<file path="src/verilog/conv_stream_config.svh">
`ifndef CONV_STREAM_CONFIG_SVH
`define CONV_STREAM_CONFIG_SVH

// --------------------
// stream word geometry
// --------------------
`define CS_DATA_WIDTH       16
`define CS_INPUT_DIM        4
`define CS_WORD_WIDTH       (`CS_INPUT_DIM * `CS_DATA_WIDTH)
`define CS_OUTPUT_DIM       4
`define CS_CHAN_WIDTH       2

// image dimensions
`define CS_DIM_WIDTH        9

// --------------------
// header field widths
// --------------------
`define CS_CONV_SIZE_WIDTH  2
`define CS_STRIDE_WIDTH     2
`define CS_PAD_WIDTH        4
// cols, rows, conv size, stride, pad mask, save, activation
`define CS_HDR_USED_BITS    28

// conv size codes and weights per channel
`define CS_CONV_SIZE_1_1    2'd0
`define CS_CONV_SIZE_3_3    2'd1
`define CS_KDIM_WIDTH       4
`define CS_KERNEL_DIM_1_1   4'd1
`define CS_KERNEL_DIM_3_3   4'd9

`endif
</file>
<file path="src/verilog/conv_stream_pkg.sv">
`default_nettype none

`include "conv_stream_config.svh"

package conv_stream_pkg;

    // --------------------
    // header word layout
    // --------------------
    // low bits first in the stream, msb field first here
    typedef struct packed {
        logic [`CS_WORD_WIDTH-`CS_HDR_USED_BITS-1:0] reserved;
        logic                                         activation_en;
        logic                                         save_result;
        // right, left, bottom, top
        logic [`CS_PAD_WIDTH-1:0]                     pad_mask;
        logic [`CS_STRIDE_WIDTH-1:0]                  pool_stride;
        logic [`CS_CONV_SIZE_WIDTH-1:0]               conv_size;
        logic [`CS_DIM_WIDTH-1:0]                     rows;
        logic [`CS_DIM_WIDTH-1:0]                     cols;
    } header_t;

    // one stream beat, raw lanes or a decoded header
    typedef union packed {
        logic [`CS_WORD_WIDTH-1:0] data;
        header_t                   header;
    } stream_word_u;

    // --------------------
    // layer configuration
    // --------------------
    typedef struct packed {
        logic [`CS_DIM_WIDTH-1:0]       cols;
        logic [`CS_DIM_WIDTH-1:0]       rows;
        logic [`CS_CONV_SIZE_WIDTH-1:0] conv_size;
        logic [`CS_STRIDE_WIDTH-1:0]    pool_stride;
        logic [`CS_PAD_WIDTH-1:0]       pad_mask;
        logic                           activation_en;
    } layer_cfg_t;

    // kernel size and conv output size
    typedef struct packed {
        logic [`CS_KDIM_WIDTH-1:0] kernel_dim;
        logic [`CS_DIM_WIDTH-1:0]  result_cols;
        logic [`CS_DIM_WIDTH-1:0]  result_rows;
    } geometry_t;

    // one lane per output channel
    typedef struct packed {
        logic [`CS_OUTPUT_DIM*`CS_DATA_WIDTH-1:0] norm_a;
        logic [`CS_OUTPUT_DIM*`CS_DATA_WIDTH-1:0] norm_b;
    } norm_params_t;

endpackage

`default_nettype wire

</file>
<file path="src/verilog/conv_stream.sv">
`timescale 1ns/1ps
`default_nettype none

`include "conv_stream_config.svh"

module conv_stream (
    input  wire logic                          clk,
    input  wire logic                          reset,
    input  conv_stream_pkg::stream_word_u      r_data,
    input  wire logic                          r_valid,
    input  wire logic                          r_last,
    output logic                               r_ready,
    output conv_stream_pkg::layer_cfg_t        layer_cfg,
    output conv_stream_pkg::geometry_t         geometry,
    output conv_stream_pkg::norm_params_t      norm_params,
    output logic [`CS_WORD_WIDTH-1:0]          weights,
    output logic [`CS_OUTPUT_DIM-1:0]          channel_sel,
    output logic [`CS_WORD_WIDTH-1:0]          pixels,
    output logic                               pixels_valid,
    output logic                               pixels_last,
    input  wire logic                          cache_wrt_done,
    output logic                               save_result_valid,
    input  wire logic                          save_result_ack,
    output logic                               cache_blk_sel,
    output logic                               accum_valid
);

    logic weight_beat;
    logic weights_done;
    logic pixel_beat;
    logic pixel_end;
    logic emit_done;

    stream_sequencer i_stream_sequencer (
        .clk               (clk),
        .reset             (reset),
        .r_data            (r_data),
        .r_valid           (r_valid),
        .r_last            (r_last),
        .r_ready           (r_ready),
        .weights_done      (weights_done),
        .emit_done         (emit_done),
        .cache_wrt_done    (cache_wrt_done),
        .save_result_ack   (save_result_ack),
        .layer_cfg         (layer_cfg),
        .norm_params       (norm_params),
        .weight_beat       (weight_beat),
        .pixel_beat        (pixel_beat),
        .pixel_end         (pixel_end),
        .save_result_valid (save_result_valid),
        .cache_blk_sel     (cache_blk_sel),
        .accum_valid       (accum_valid)
    );

    layer_geometry i_layer_geometry (
        .clk       (clk),
        .reset     (reset),
        .layer_cfg (layer_cfg),
        .geometry  (geometry)
    );

    weight_distributor i_weight_distributor (
        .clk          (clk),
        .reset        (reset),
        .r_data       (r_data),
        .weight_beat  (weight_beat),
        .kernel_dim   (geometry.kernel_dim),
        .weights      (weights),
        .channel_sel  (channel_sel),
        .weights_done (weights_done)
    );

    pixel_emitter i_pixel_emitter (
        .clk          (clk),
        .reset        (reset),
        .r_data       (r_data),
        .pixel_beat   (pixel_beat),
        .pixel_end    (pixel_end),
        .layer_cfg    (layer_cfg),
        .pixels       (pixels),
        .pixels_valid (pixels_valid),
        .pixels_last  (pixels_last),
        .emit_done    (emit_done)
    );

endmodule

`default_nettype wire

</file>
<file path="src/verilog/pixel_emitter.sv">
`timescale 1ns/1ps
`default_nettype none

`include "conv_stream_config.svh"

module pixel_emitter (
    input  wire logic                      clk,
    input  wire logic                      reset,
    input  conv_stream_pkg::stream_word_u  r_data,
    input  wire logic                      pixel_beat,
    input  wire logic                      pixel_end,
    input  conv_stream_pkg::layer_cfg_t    layer_cfg,
    output logic [`CS_WORD_WIDTH-1:0]      pixels,
    output logic                           pixels_valid,
    output logic                           pixels_last,
    output logic                           emit_done
);

    // bottom row needs cols pixels, right column one more
    logic [`CS_DIM_WIDTH:0] pad_total;
    logic [`CS_DIM_WIDTH:0] pad_left;
    logic                   padding;

    always_comb begin
        pad_total = '0;
        if (layer_cfg.pad_mask[1]) begin
            pad_total = {1'b0, layer_cfg.cols};
        end
        if (layer_cfg.pad_mask[3]) begin
            pad_total = pad_total + 1'b1;
        end
    end

    assign padding = (pad_left != '0);

    // --------------------
    // pixel data
    // --------------------
    always_ff @(posedge clk) begin
        if (padding) begin
            pixels <= '0;
        end else if (pixel_beat) begin
            pixels <= r_data.data;
        end
    end

    // --------------------
    // valid, last and padding count
    // --------------------
    always_ff @(posedge clk) begin
        if (reset) begin
            pixels_valid <= 1'b0;
            pixels_last  <= 1'b0;
            emit_done    <= 1'b0;
            pad_left     <= '0;
        end else begin
            // one cycle behind the final emitted pixel
            emit_done <= pixels_valid && pixels_last;
            if (padding) begin
                pixels_valid <= 1'b1;
                pixels_last  <= (pad_left == 1);
                pad_left     <= pad_left - 1'b1;
            end else if (pixel_beat) begin
                pixels_valid <= 1'b1;
                // last real pixel closes the job only without padding
                pixels_last  <= pixel_end && (pad_total == '0);
                if (pixel_end) begin
                    pad_left <= pad_total;
                end
            end else begin
                pixels_valid <= 1'b0;
                pixels_last  <= 1'b0;
            end
        end
    end

endmodule

`default_nettype wire

</file>
<file path="src/verilog/weight_distributor.sv">
`timescale 1ns/1ps
`default_nettype none

`include "conv_stream_config.svh"

module weight_distributor (
    input  wire logic                      clk,
    input  wire logic                      reset,
    input  conv_stream_pkg::stream_word_u  r_data,
    input  wire logic                      weight_beat,
    input  wire logic [`CS_KDIM_WIDTH-1:0] kernel_dim,
    output logic [`CS_WORD_WIDTH-1:0]      weights,
    output logic [`CS_OUTPUT_DIM-1:0]      channel_sel,
    output logic                           weights_done
);

    logic [`CS_KDIM_WIDTH-1:0] kernel_cnt;
    logic [`CS_CHAN_WIDTH-1:0] chan_cnt;
    // channel of the word now on weights
    logic [`CS_CHAN_WIDTH-1:0] sel_chan;
    logic                      sel_valid;
    logic                      kernel_last;
    logic                      chan_last;

    assign kernel_last  = (kernel_cnt == kernel_dim - 1'b1);
    assign chan_last    = (chan_cnt == `CS_CHAN_WIDTH'(`CS_OUTPUT_DIM - 1));
    assign weights_done = weight_beat && kernel_last && chan_last;

    always_ff @(posedge clk) begin
        if (weight_beat) begin
            weights <= r_data.data;
        end
    end

    // --------------------
    // kernel and channel counters
    // --------------------
    always_ff @(posedge clk) begin
        if (reset) begin
            kernel_cnt <= '0;
            chan_cnt   <= '0;
            sel_chan   <= '0;
            sel_valid  <= 1'b0;
        end else begin
            sel_valid <= weight_beat;
            if (weight_beat) begin
                sel_chan <= chan_cnt;
                if (kernel_last) begin
                    kernel_cnt <= '0;
                    // wraps to zero once the last channel is filled
                    chan_cnt   <= chan_last ? '0 : chan_cnt + 1'b1;
                end else begin
                    kernel_cnt <= kernel_cnt + 1'b1;
                end
            end
        end
    end

    // one-hot select, only alongside a fresh weight word
    always_comb begin
        channel_sel = '0;
        for (int i = 0; i < `CS_OUTPUT_DIM; i++) begin
            if (sel_valid && (sel_chan == i)) begin
                channel_sel[i] = 1'b1;
            end
        end
    end

endmodule

`default_nettype wire

</file>
<file path="src/verilog/layer_geometry.sv">
`timescale 1ns/1ps
`default_nettype none

`include "conv_stream_config.svh"

module layer_geometry (
    input  wire logic                      clk,
    input  wire logic                      reset,
    input  conv_stream_pkg::layer_cfg_t    layer_cfg,
    output conv_stream_pkg::geometry_t     geometry
);

    logic [`CS_DIM_WIDTH-1:0]  padded_cols;
    logic [`CS_DIM_WIDTH-1:0]  padded_rows;
    logic [`CS_KDIM_WIDTH-1:0] kernel_dim;

    // decoded straight from the config so the first weight beat sees it
    always_comb begin
        case (layer_cfg.conv_size)
            `CS_CONV_SIZE_1_1: kernel_dim = `CS_KERNEL_DIM_1_1;
            `CS_CONV_SIZE_3_3: kernel_dim = `CS_KERNEL_DIM_3_3;
            default:           kernel_dim = `CS_KERNEL_DIM_3_3;
        endcase
    end

    assign geometry.kernel_dim = kernel_dim;

    // stage 1 padded image, stage 2 conv result
    always_ff @(posedge clk) begin
        if (reset) begin
            padded_cols          <= '0;
            padded_rows          <= '0;
            geometry.result_cols <= '0;
            geometry.result_rows <= '0;
        end else begin
            padded_cols <= layer_cfg.cols + {{(`CS_DIM_WIDTH-1){1'b0}}, layer_cfg.pad_mask[2]}
                                          + {{(`CS_DIM_WIDTH-1){1'b0}}, layer_cfg.pad_mask[3]};
            padded_rows <= layer_cfg.rows + {{(`CS_DIM_WIDTH-1){1'b0}}, layer_cfg.pad_mask[0]}
                                          + {{(`CS_DIM_WIDTH-1){1'b0}}, layer_cfg.pad_mask[1]};
            if (kernel_dim == `CS_KERNEL_DIM_1_1) begin
                geometry.result_cols <= padded_cols;
                geometry.result_rows <= padded_rows;
            end else begin
                geometry.result_cols <= padded_cols - 2'd2;
                geometry.result_rows <= padded_rows - 2'd2;
            end
        end
    end

endmodule

`default_nettype wire

</file>
<file path="src/verilog/stream_sequencer.sv">
`timescale 1ns/1ps
`default_nettype none

module stream_sequencer (
    input  wire logic                          clk,
    input  wire logic                          reset,
    input  conv_stream_pkg::stream_word_u      r_data,
    input  wire logic                          r_valid,
    input  wire logic                          r_last,
    output logic                               r_ready,
    input  wire logic                          weights_done,
    input  wire logic                          emit_done,
    input  wire logic                          cache_wrt_done,
    input  wire logic                          save_result_ack,
    output conv_stream_pkg::layer_cfg_t        layer_cfg,
    output conv_stream_pkg::norm_params_t      norm_params,
    output logic                               weight_beat,
    output logic                               pixel_beat,
    output logic                               pixel_end,
    output logic                               save_result_valid,
    output logic                               cache_blk_sel,
    output logic                               accum_valid
);

    typedef enum logic [2:0] {
        S_HEADER,
        S_NORM_A,
        S_NORM_B,
        S_WEIGHTS,
        S_PIXELS,
        S_PAD_WAIT,
        S_CACHE_WAIT,
        S_SAVE_WAIT
    } state_t;

    state_t state;
    logic   accept;
    // save request of the running job
    logic   save_flag;

    // --------------------
    // beat strobes
    // --------------------
    assign accept      = r_valid && r_ready;
    assign weight_beat = accept && (state == S_WEIGHTS);
    assign pixel_beat  = accept && (state == S_PIXELS);
    assign pixel_end   = pixel_beat && r_last;

    // --------------------
    // job FSM
    // --------------------
    always_ff @(posedge clk) begin
        if (reset) begin
            state             <= S_HEADER;
            r_ready           <= 1'b0;
            save_flag         <= 1'b0;
            save_result_valid <= 1'b0;
            cache_blk_sel     <= 1'b0;
            accum_valid       <= 1'b0;
            layer_cfg         <= '0;
        end else begin
            case (state)
                S_HEADER: begin
                    r_ready <= 1'b1;
                    if (accept) begin
                        layer_cfg.cols          <= r_data.header.cols;
                        layer_cfg.rows          <= r_data.header.rows;
                        layer_cfg.conv_size     <= r_data.header.conv_size;
                        layer_cfg.pool_stride   <= r_data.header.pool_stride;
                        layer_cfg.pad_mask      <= r_data.header.pad_mask;
                        layer_cfg.activation_en <= r_data.header.activation_en;
                        save_flag               <= r_data.header.save_result;
                        // norm words only travel with a save request
                        if (r_data.header.save_result) begin
                            state <= S_NORM_A;
                        end else begin
                            state <= S_WEIGHTS;
                        end
                    end
                end
                S_NORM_A: begin
                    if (accept) begin
                        state <= S_NORM_B;
                    end
                end
                S_NORM_B: begin
                    if (accept) begin
                        state <= S_WEIGHTS;
                    end
                end
                S_WEIGHTS: begin
                    // distributor flags the final weight of the last channel
                    if (weights_done) begin
                        state <= S_PIXELS;
                    end
                end
                S_PIXELS: begin
                    if (pixel_end) begin
                        r_ready <= 1'b0;
                        state   <= S_PAD_WAIT;
                    end
                end
                S_PAD_WAIT: begin
                    if (emit_done) begin
                        state <= S_CACHE_WAIT;
                    end
                end
                S_CACHE_WAIT: begin
                    if (cache_wrt_done) begin
                        if (save_flag) begin
                            // hand the written block over to the result path
                            cache_blk_sel     <= ~cache_blk_sel;
                            save_result_valid <= 1'b1;
                            accum_valid       <= 1'b0;
                            state             <= S_SAVE_WAIT;
                        end else begin
                            accum_valid <= 1'b1;
                            r_ready     <= 1'b1;
                            state       <= S_HEADER;
                        end
                    end
                end
                S_SAVE_WAIT: begin
                    if (save_result_ack) begin
                        save_result_valid <= 1'b0;
                        save_flag         <= 1'b0;
                        r_ready           <= 1'b1;
                        state             <= S_HEADER;
                    end
                end
                default: begin
                    state <= S_HEADER;
                end
            endcase
        end
    end

    // norm words, a then b
    always_ff @(posedge clk) begin
        if (accept && (state == S_NORM_A)) begin
            norm_params.norm_a <= r_data.data;
        end
        if (accept && (state == S_NORM_B)) begin
            norm_params.norm_b <= r_data.data;
        end
    end

endmodule

`default_nettype wire

</file>
<file path="config.mk">
export PLATFORM = sky130hd
export DESIGN_NAME = conv_stream
export DESIGN_NICKNAME = d
export VERILOG_FILES = /design/src/verilog/conv_stream_pkg.sv /design/src/verilog/conv_stream.sv /design/src/verilog/pixel_emitter.sv /design/src/verilog/weight_distributor.sv /design/src/verilog/layer_geometry.sv /design/src/verilog/stream_sequencer.sv
export VERILOG_INCLUDE_DIRS = /design/src /design/src/verilog
export SDC_FILE = /design/constraint.sdc
export NUM_CORES = 1
export LEC_CHECK = 0
export BUFFER_PORTS_ARGS = -buffer_cell sky130_fd_sc_hd__buf_2
export CORE_UTILIZATION = 48
export CTS_BUF_LIST = sky130_fd_sc_hd__clkbuf_2 sky130_fd_sc_hd__clkbuf_4 sky130_fd_sc_hd__clkbuf_8
export CTS_CLUSTER_DIAMETER = 100
export DETAILED_ROUTE_END_ITERATION = 10
export GPL_TIMING_DRIVEN = 0
export MAX_ROUTING_LAYER = met4
export PLACE_DENSITY = 0.78
export SYNTH_ARGS = -nofsm -noshare
export SYNTH_HDL_FRONTEND = slang
export SYNTH_HIERARCHICAL = 1
export SYNTH_SLANG_ARGS = --single-unit
</file>
<file path="constraint.sdc">
create_clock -name clk -period 7.7 [get_ports clk]
set_input_delay 0.77 -clock clk [delete_from_list [all_inputs] [get_ports clk]]
set_output_delay 0.77 -clock clk [all_outputs]
set_load 0.1 [all_outputs]
</file>
==> results of run 1 <==
[worst reg2reg max path, cell delays in order (launching register included)]
cell and delay, ns:
dfxtp_1 0.36, and2_0 0.35, and3_1 0.33, buf_1 0.58, clkbuf_1 0.74, mux2i_1 0.27
nor2_1 0.06
[worst min path at each step]
stage                                                from                            endpoint  slack (ns)  depth (start not counted)
final                                          r_data[34]  i_stream_sequencer/norm_params[98]        0.40                          1
after global routing                           r_data[34]  i_stream_sequencer/norm_params[98]        0.37                          1
after global placement    i_layer_geometry/padded_cols[0]        i_layer_geometry/geometry[9]        0.43                          1
after detailed placement  i_layer_geometry/padded_cols[0]        i_layer_geometry/geometry[9]        0.43                          1
after floorplan           i_layer_geometry/padded_rows[0]        i_layer_geometry/geometry[0]        0.41                          1
after CTS                                      r_data[57]    i_weight_distributor/weights[57]        0.36                          1
[area by class of cell]
cell class | count | area (µm²)
Antenna cell | 3 | 7.51
Buffer | 43 | 224
Clock buffer | 81 | 977
Clock inverter | 18 | 205
Fill cell | 1937 | 9170
Inverter | 24 | 90.1
Multi-Input combinational cell | 525 | 3320
Sequential cell | 349 | 8910
Tap cell | 330 | 413
Timing Repair Buffer | 394 | 2090
[stage by stage]
| step | setup slack [ns] | TNS [ns] | cells | area (µm²) |
|---|---|---|---|---|
| finish | 4.89 | 0 | 1767 | 16200 |
| global route | 4.67 | 0 | 1767 | 16200 |
| CTS | 4.85 | 0 | 1764 | 16200 |
| detailed placement | 4.37 | 0 | 1665 | 15000 |
| global placement | -2.49 | -133.19 | 1652 | 14800 |
| floorplan | 0.644 | 0 | 941 | 12500 |
[power breakdown]
part	switching, mW	internal [mW]	leakage (nW)
combinational	0.581	0.184	2.79
clock	0.712	0.951	0.631
sequential	0.0484	2.03	3.00
total	1.34	3.16	6.42
[routing by layer]
metal	GRT usage, %	vias to the layer above	part of all wire, %
li1	-	4275	-
met2	41.7	410	48
met5	-	-	0
met1	31.2	4509	41
met3	5.03	77	7.5
met4	11.2	0	3.4
[synth_stat cells, types with 8 or more instances]
library cell / n
nand2_1: 84
edfxtp_1: 192
ha_1: 9
or3_1: 16
a21oi_1: 51
nand3_1: 13
a211oi_1: 12
o21ai_0: 15
inv_1: 23
nor3_1: 12
mux2i_1: 72
nor2b_1: 11
dfxtp_1: 157
xor2_1: 12
or4_1: 9
buf_2: 8
clkbuf_1: 23
xnor2_1: 16
o31ai_1: 9
nor2_1: 105
[kinds of logic after synthesis]
group | Yosys count
flops | 349
simple gates | 294
compound gates | 109
mux | 79
buf+inv | 67
xor+xnor | 29
fa+ha+maj | 11
other cells | 2
[registers in the layout, summed over array words and instances, names as in the netlist, 2 cells and up]
signal / cells
i_layer_geometry/geometry: 18
i_pixel_emitter/pixels: 64
i_weight_distributor/kernel_cnt: 4
i_stream_sequencer/state: 3
i_layer_geometry/padded_rows: 9
i_stream_sequencer/norm_params: 128
i_weight_distributor/weights: 64
i_layer_geometry/padded_cols: 9
i_pixel_emitter/pad_left: 10
i_weight_distributor/sel_chan: 2
i_weight_distributor/chan_cnt: 2
i_stream_sequencer/layer_cfg: 27
==> metrics.md, run 1 <==
| Metric | Value |
|---|---|
| Status | finished clean |
| RD Place Congestion | 0.899 |
| Fin Clk Skew | 0.0228 ns |
| Max Buffers Root-to-Sink | 3 |
| Largest net degree at the start of global routing | 48 |
| Synth Register Bits | 349 |
| Largest family of logic cells by synthesized area | simple AND/OR/NAND/NOR gates |
| Final hold violation count | 0 |
| Commonest cells after routing, fill and taps aside | buf_2 (389), edfxtp_1 (192), dfxtp_1 (157) |
| Crit-path cells | and2_0 -> and3_1 -> buf_1 -> clkbuf_1 -> mux2i_1 -> nor2_1 |
| Mapped Cells | 940 |
| Crit. End Element | flip-flop |
| Initial antenna violation count | 3 |
| Critical R2R Launch | i_stream_sequencer/r_ready |
| Vias after detailed routing | 9271 |
| DIE AREA | 26700 µm² |
| Final ANT Viol Nets | 0 |
| Max-cap violations | 0 |
| Via/cell ratio | 5.25 |
| Power, Total | 4.50 mW |
| H-Tree Depth | 2 |
| Final nets | 1471 |
| Most common cell after layout, fill and taps aside | buf_2 |
| Hold buffer count at cts | 0 |
| Reg2reg end | i_pixel_emitter/pixels[61] |
| WP data arrival | 3.25 ns |
| Hold Slack | 0.403 ns |
| Min cycle time layout | 2.81 ns |
| Synth Area in Simple Gates | 11.2% |
| P per Cell Area | 277 nW/µm² |
| Sequential area share after synthesis | 71.2% |
| Top-area cell type share of the netlist area | 46.1% |
| Clock latency on the worst-skew pair | 0.59 ns |
| Share of post-route cells with drive strength above 1 | 36.3% |
| Worst Tran Pin Value | 0.892 ns |
| Final Cycle Share | 36.5% |
| Worst-path maximum fanout | 10 |
| Rel. slew slack | 40.5% |
| CTS Sinks | 349 |
| Setup violators final | 0 |
| Routed len/inst | 19.4 µm |
| Crit path launch type | flip-flop |
| Cell depth of the worst setup path | 6 |
| Post-Synth Adder-Cell Area | 1.22% |
| F_max | 356 MHz |
| Worst path max stage delay | 0.74 ns |
| Post-detail-place hpwl | 25100 µm |
| Die Ht | 163 µm |
| Maximum VDD drop | 0.161 mV |
| Layout area overhead | 29.7% |
| Worst path buffer plus inverter count | 2 |
| Largest cells by area after synthesis | edfxtp_1 (46%), dfxtp_1 (25%), mux2i_1 (5.8%), nor2_1 (3.2%), nand2_1 (2.5%) |
| Critical path class | reg -> reg |
| Required @ worst endpoint | 8.14 ns |
| Final Util | 63.9% |
| Port buffer count | 381 |
| R2R setup slack | 4.89 ns |
| Total gr overflow | 0 |
| Number of global-route vias before repair | 8962 |
| Synth Warn # | 6 |
| Worst min-delay path class | in -> reg |
| Post-Syn Area per Cell | 13.3 µm² |
| Overall Global Routing Usage | 25.7% |
| Post-CTS Resized | 0 |
| Ports | 385 |
| Die Wd | 163 µm |
| Final Max Slew Viols | 0 |
| Post-CTS Setup Inserts | 0 |
| First-pass GRT wire length | 50200 µm |
| Leak | 6.42 nW |
| Main flop type after synthesis | edfxtp_1 |
| Reg clk slew, reported paths | 0.07 ns |
| Crit path from | i_stream_sequencer/r_ready |
| Initial Util | 49.3% |
| Root Buffer | clkbuf_8 |
| Async SR Flop Fraction | 0% |
| Synth Area in Compound Gates | 5.25% |
| Initial DRC count | 751 |
| Post-synthesis xor/xnor area fraction | 2.15% |
| RSZ-0062 raised after global routing | false |
| CTS tree | yes |
| Site Rows | 58 |
| CTS buffer count | 53 |
| Post-synth EDFFs | 192 |
| CORE AREA | 25400 µm² |
| Synth unique cells | 63 |
| R2R depth | 6 |
| Mux contribution to synthesized area | 6.45% |
| WL final | 34400 µm |
| Drt first pass iters | 5 |
| DR DRC count | 0 |
| Worst path top cell family by delay | buffers and inverters |
| Crit path max-delay cell type | clkbuf_1 |
| Mapped cell area | 12500 µm² |
| Critical Path Sink | i_pixel_emitter/pixels[61] |
| Largest area contributor in the netlist | edfxtp_1 |
Note: power is estimated with default switching activity, not from simulation.
==> inputs of run 2 (changes only) <==
- CORE_UTILIZATION: 48 -> 53
- PLACE_DENSITY: 0.78 -> 0.82
- clock period: 7.7 -> 2.7 ns (I/O delays scaled with it)
==> metrics.md, run 2 (synthesis results as in run 1) <==
| Metric | Value |
|---|---|
| Status | finished clean |
| RD Place Congestion | 0.912 (+1.4%) |
| Setup WS post-layout | 0.170 ns (-4.72 ns) |
| Total gr overflow | 0 (unchanged) |
| Ant diodes | 0 (-3) |
| Setup violators final | 0 (unchanged) |
| Initial antenna violation count | 0 (-3) |
| Crit. End Element | flip-flop |
| Share of post-route cells with drive strength above 1 | 35.9% (-0.36 points) |
| First-pass GRT wire length | 53100 µm (+5.8%) |
| DIE AREA | 24200 µm² (-9.3%) |
| CTS Sinks | 349 (unchanged) |
| Top flop regs | i_stream_sequencer/norm_params (128), i_pixel_emitter/pixels (64), i_weight_distributor/weights (64) |
| Rel. slew slack | 40.0% (-0.50 points) |
| Largest net degree at the start of global routing | 42 (-13%) |
| Maximum VDD drop | 0.697 mV (+330%) |
| Port buffer count | 381 (unchanged) |
| Initial Util | 54.6% (+5.3 points) |
| Post-detail-place hpwl | 24800 µm (-1.3%) |
| # fillers | 1491 (-23%) |
| Min cycle time layout | 2.53 ns (-0.282 ns) |
| Worst slack at placement | -0.242 ns (-4.62 ns) |
| Most common cell after layout, fill and taps aside | buf_2 |
| Placed instance area | 15100 µm² (+0.17%) |
| Required @ worst endpoint | 3.14 ns (-5.00 ns) |
| WL final | 36200 µm (+5.3%) |
| P per Cell Area | 764 nW/µm² (+180%) |
| Crit path launch type | flip-flop |
| Via/cell ratio | 5.31 (+1.2%) |
| Number of global-route vias before repair | 9318 (+4.0%) |
| WP data arrival | 2.97 ns (-0.28 ns) |
| Worst-path maximum fanout | 10 (unchanged) |
| Worst min-delay path class | in -> reg |
| Layout area overhead | 34.8% |
| Final Max Slew Viols | 0 (unchanged) |
| Final ANT Viol Nets | 0 (unchanged) |
| DR DRC count | 0 (unchanged) |
| Die Ht | 156 µm (-4.8%) |
| Finished Layout Cells | 1806 (+2.2%) |
| Overall Global Routing Usage | 30.3% (+4.6 points) |
| RSZ-0062 raised after global routing | false |
| Largest register FFs | 128 (unchanged) |
| Fin Clk Skew | 0.0280 ns (+0.00514 ns) |
| CORE AREA | 22900 µm² (-9.8%) |
| Root Buffer | clkbuf_8 |
| Vias after detailed routing | 9589 (+3.4%) |
| Max Buffers Root-to-Sink | 3 (unchanged) |
| CTS tree | yes |
| Power, Total | 12.9 mW (+190%) |
| Placed Instances | 1645 (-1.2%) |
| Register with the most flip-flops | i_stream_sequencer/norm_params |
| Drt first pass iters | 5 (unchanged) |
| H-Tree Depth | 2 (unchanged) |
| Finished layout cell area | 16900 µm² (+3.9%) |
| Site Rows | 55 (-5.2%) |
| Final Util | 73.6% (+9.7 points) |
| Reg clk slew, reported paths | 0.07 ns (about the same) |
| Final Cycle Share | 93.7% (+57 points) |
| Clock latency on the worst-skew pair | 0.58 ns (about the same) |
| F_max | 395 MHz (+11%) |
| Max-cap violations | 0 (unchanged) |
| Final nets | 1528 (+3.9%) |
| Final hold violation count | 0 (unchanged) |
| Routed len/inst | 20.0 µm (+3.1%) |
| Commonest cells after routing, fill and taps aside | buf_2 (388), edfxtp_1 (192), dfxtp_1 (156) |
| Hold Slack | 0.0395 ns (-0.363 ns) |
| Initial DRC count | 680 (-9.5%) |
| CTS buffer count | 54 (+1.9%) |
| Die Wd | 156 µm (-4.8%) |
| TNS Setup | 0 ns (unchanged) |
| Worst Tran Pin Value | 0.900 ns (+0.00747 ns) |
| Critical path class | reg -> reg |
| Ports | 385 (unchanged) |
| Leak | 6.71 nW (+4.5%) |
run 2: cell count changes in the layout (fill, tap and decap cells not counted), moves of 4 or more:
cell / delta
dlygate4sd3_1: +58
clkbuf_4: +5
clkbuf_1: -4
clkbuf_2: +4
clkbuf_8: +4
run 2: per-layer routing:
layer	global-route usage [%]	up-vias	wire, µm
met5	-	-	0
met4	11.5	0	1120
met3	6.86	77	2950
met2	50.7	513	17900
met1	35.8	4603	14200
li1	-	4396	-
run 2: critical path: stages, from the launching register on:
cell	delay, ns
dfxtp_1	0.49
buf_2	0.32
and3_1	0.28
clkdlybuf4s15_2	0.48
clkdlybuf4s15_2	0.52
mux2i_1	0.24
nor2_1	0.05
run 2: power breakdown:
part | internal, mW | switching [mW] | leakage (nW)
registers | 5.78 | 0.147 | 3.00
clock network | 2.70 | 1.99 | 0.639
logic | 0.584 | 1.68 | 3.07
run 2: what timing repair did:
| item | 4_1_cts | 5_1_grt |
|---|---|---|
| endpoints found under the hold margin | 206 | 4 |
| gates cloned | 0 | 0 |
| gates resized for setup | 7 | 5 |
| hold buffers | 56 | 2 |
| setup buffers | 1 | 0 |
| endpoints found under the setup margin | 54 | 22 |
| pin swaps | 1 | 0 |
run 2: path summary, 6_finish.rpt:
kind | from | to | slack, ns | cells after the start
worst max-delay path | i_stream_sequencer/state[2] | i_pixel_emitter/pixels[19] | 0.17 | 6
worst min-delay path | r_data[1] | i_stream_sequencer/norm_params[65] | 0.04 | 1
worst max register to register | i_stream_sequencer/state[2] | i_pixel_emitter/pixels[19] | 0.17 | 6
worst min register to register | i_layer_geometry/padded_cols[0] | i_layer_geometry/geometry[9] | 0.45 | 1
run 2: final cells by class:
| type | instances | area (µm²) | share of cell area (%) |
|---|---|---|---|
| flip-flops and latches | 349 | 8910 | 52.8 |
| multi-input cells | 525 | 3360 | 19.9 |
| repair buffers | 450 | 2680 | 15.9 |
| clock buffers | 90 | 1070 | 6.34 |
| well taps | 313 | 392 | 2.32 |
| plain buffers | 43 | 250 | 1.48 |
| clock inverters | 12 | 114 | 0.675 |
| inverters | 24 | 90.1 | 0.534 |
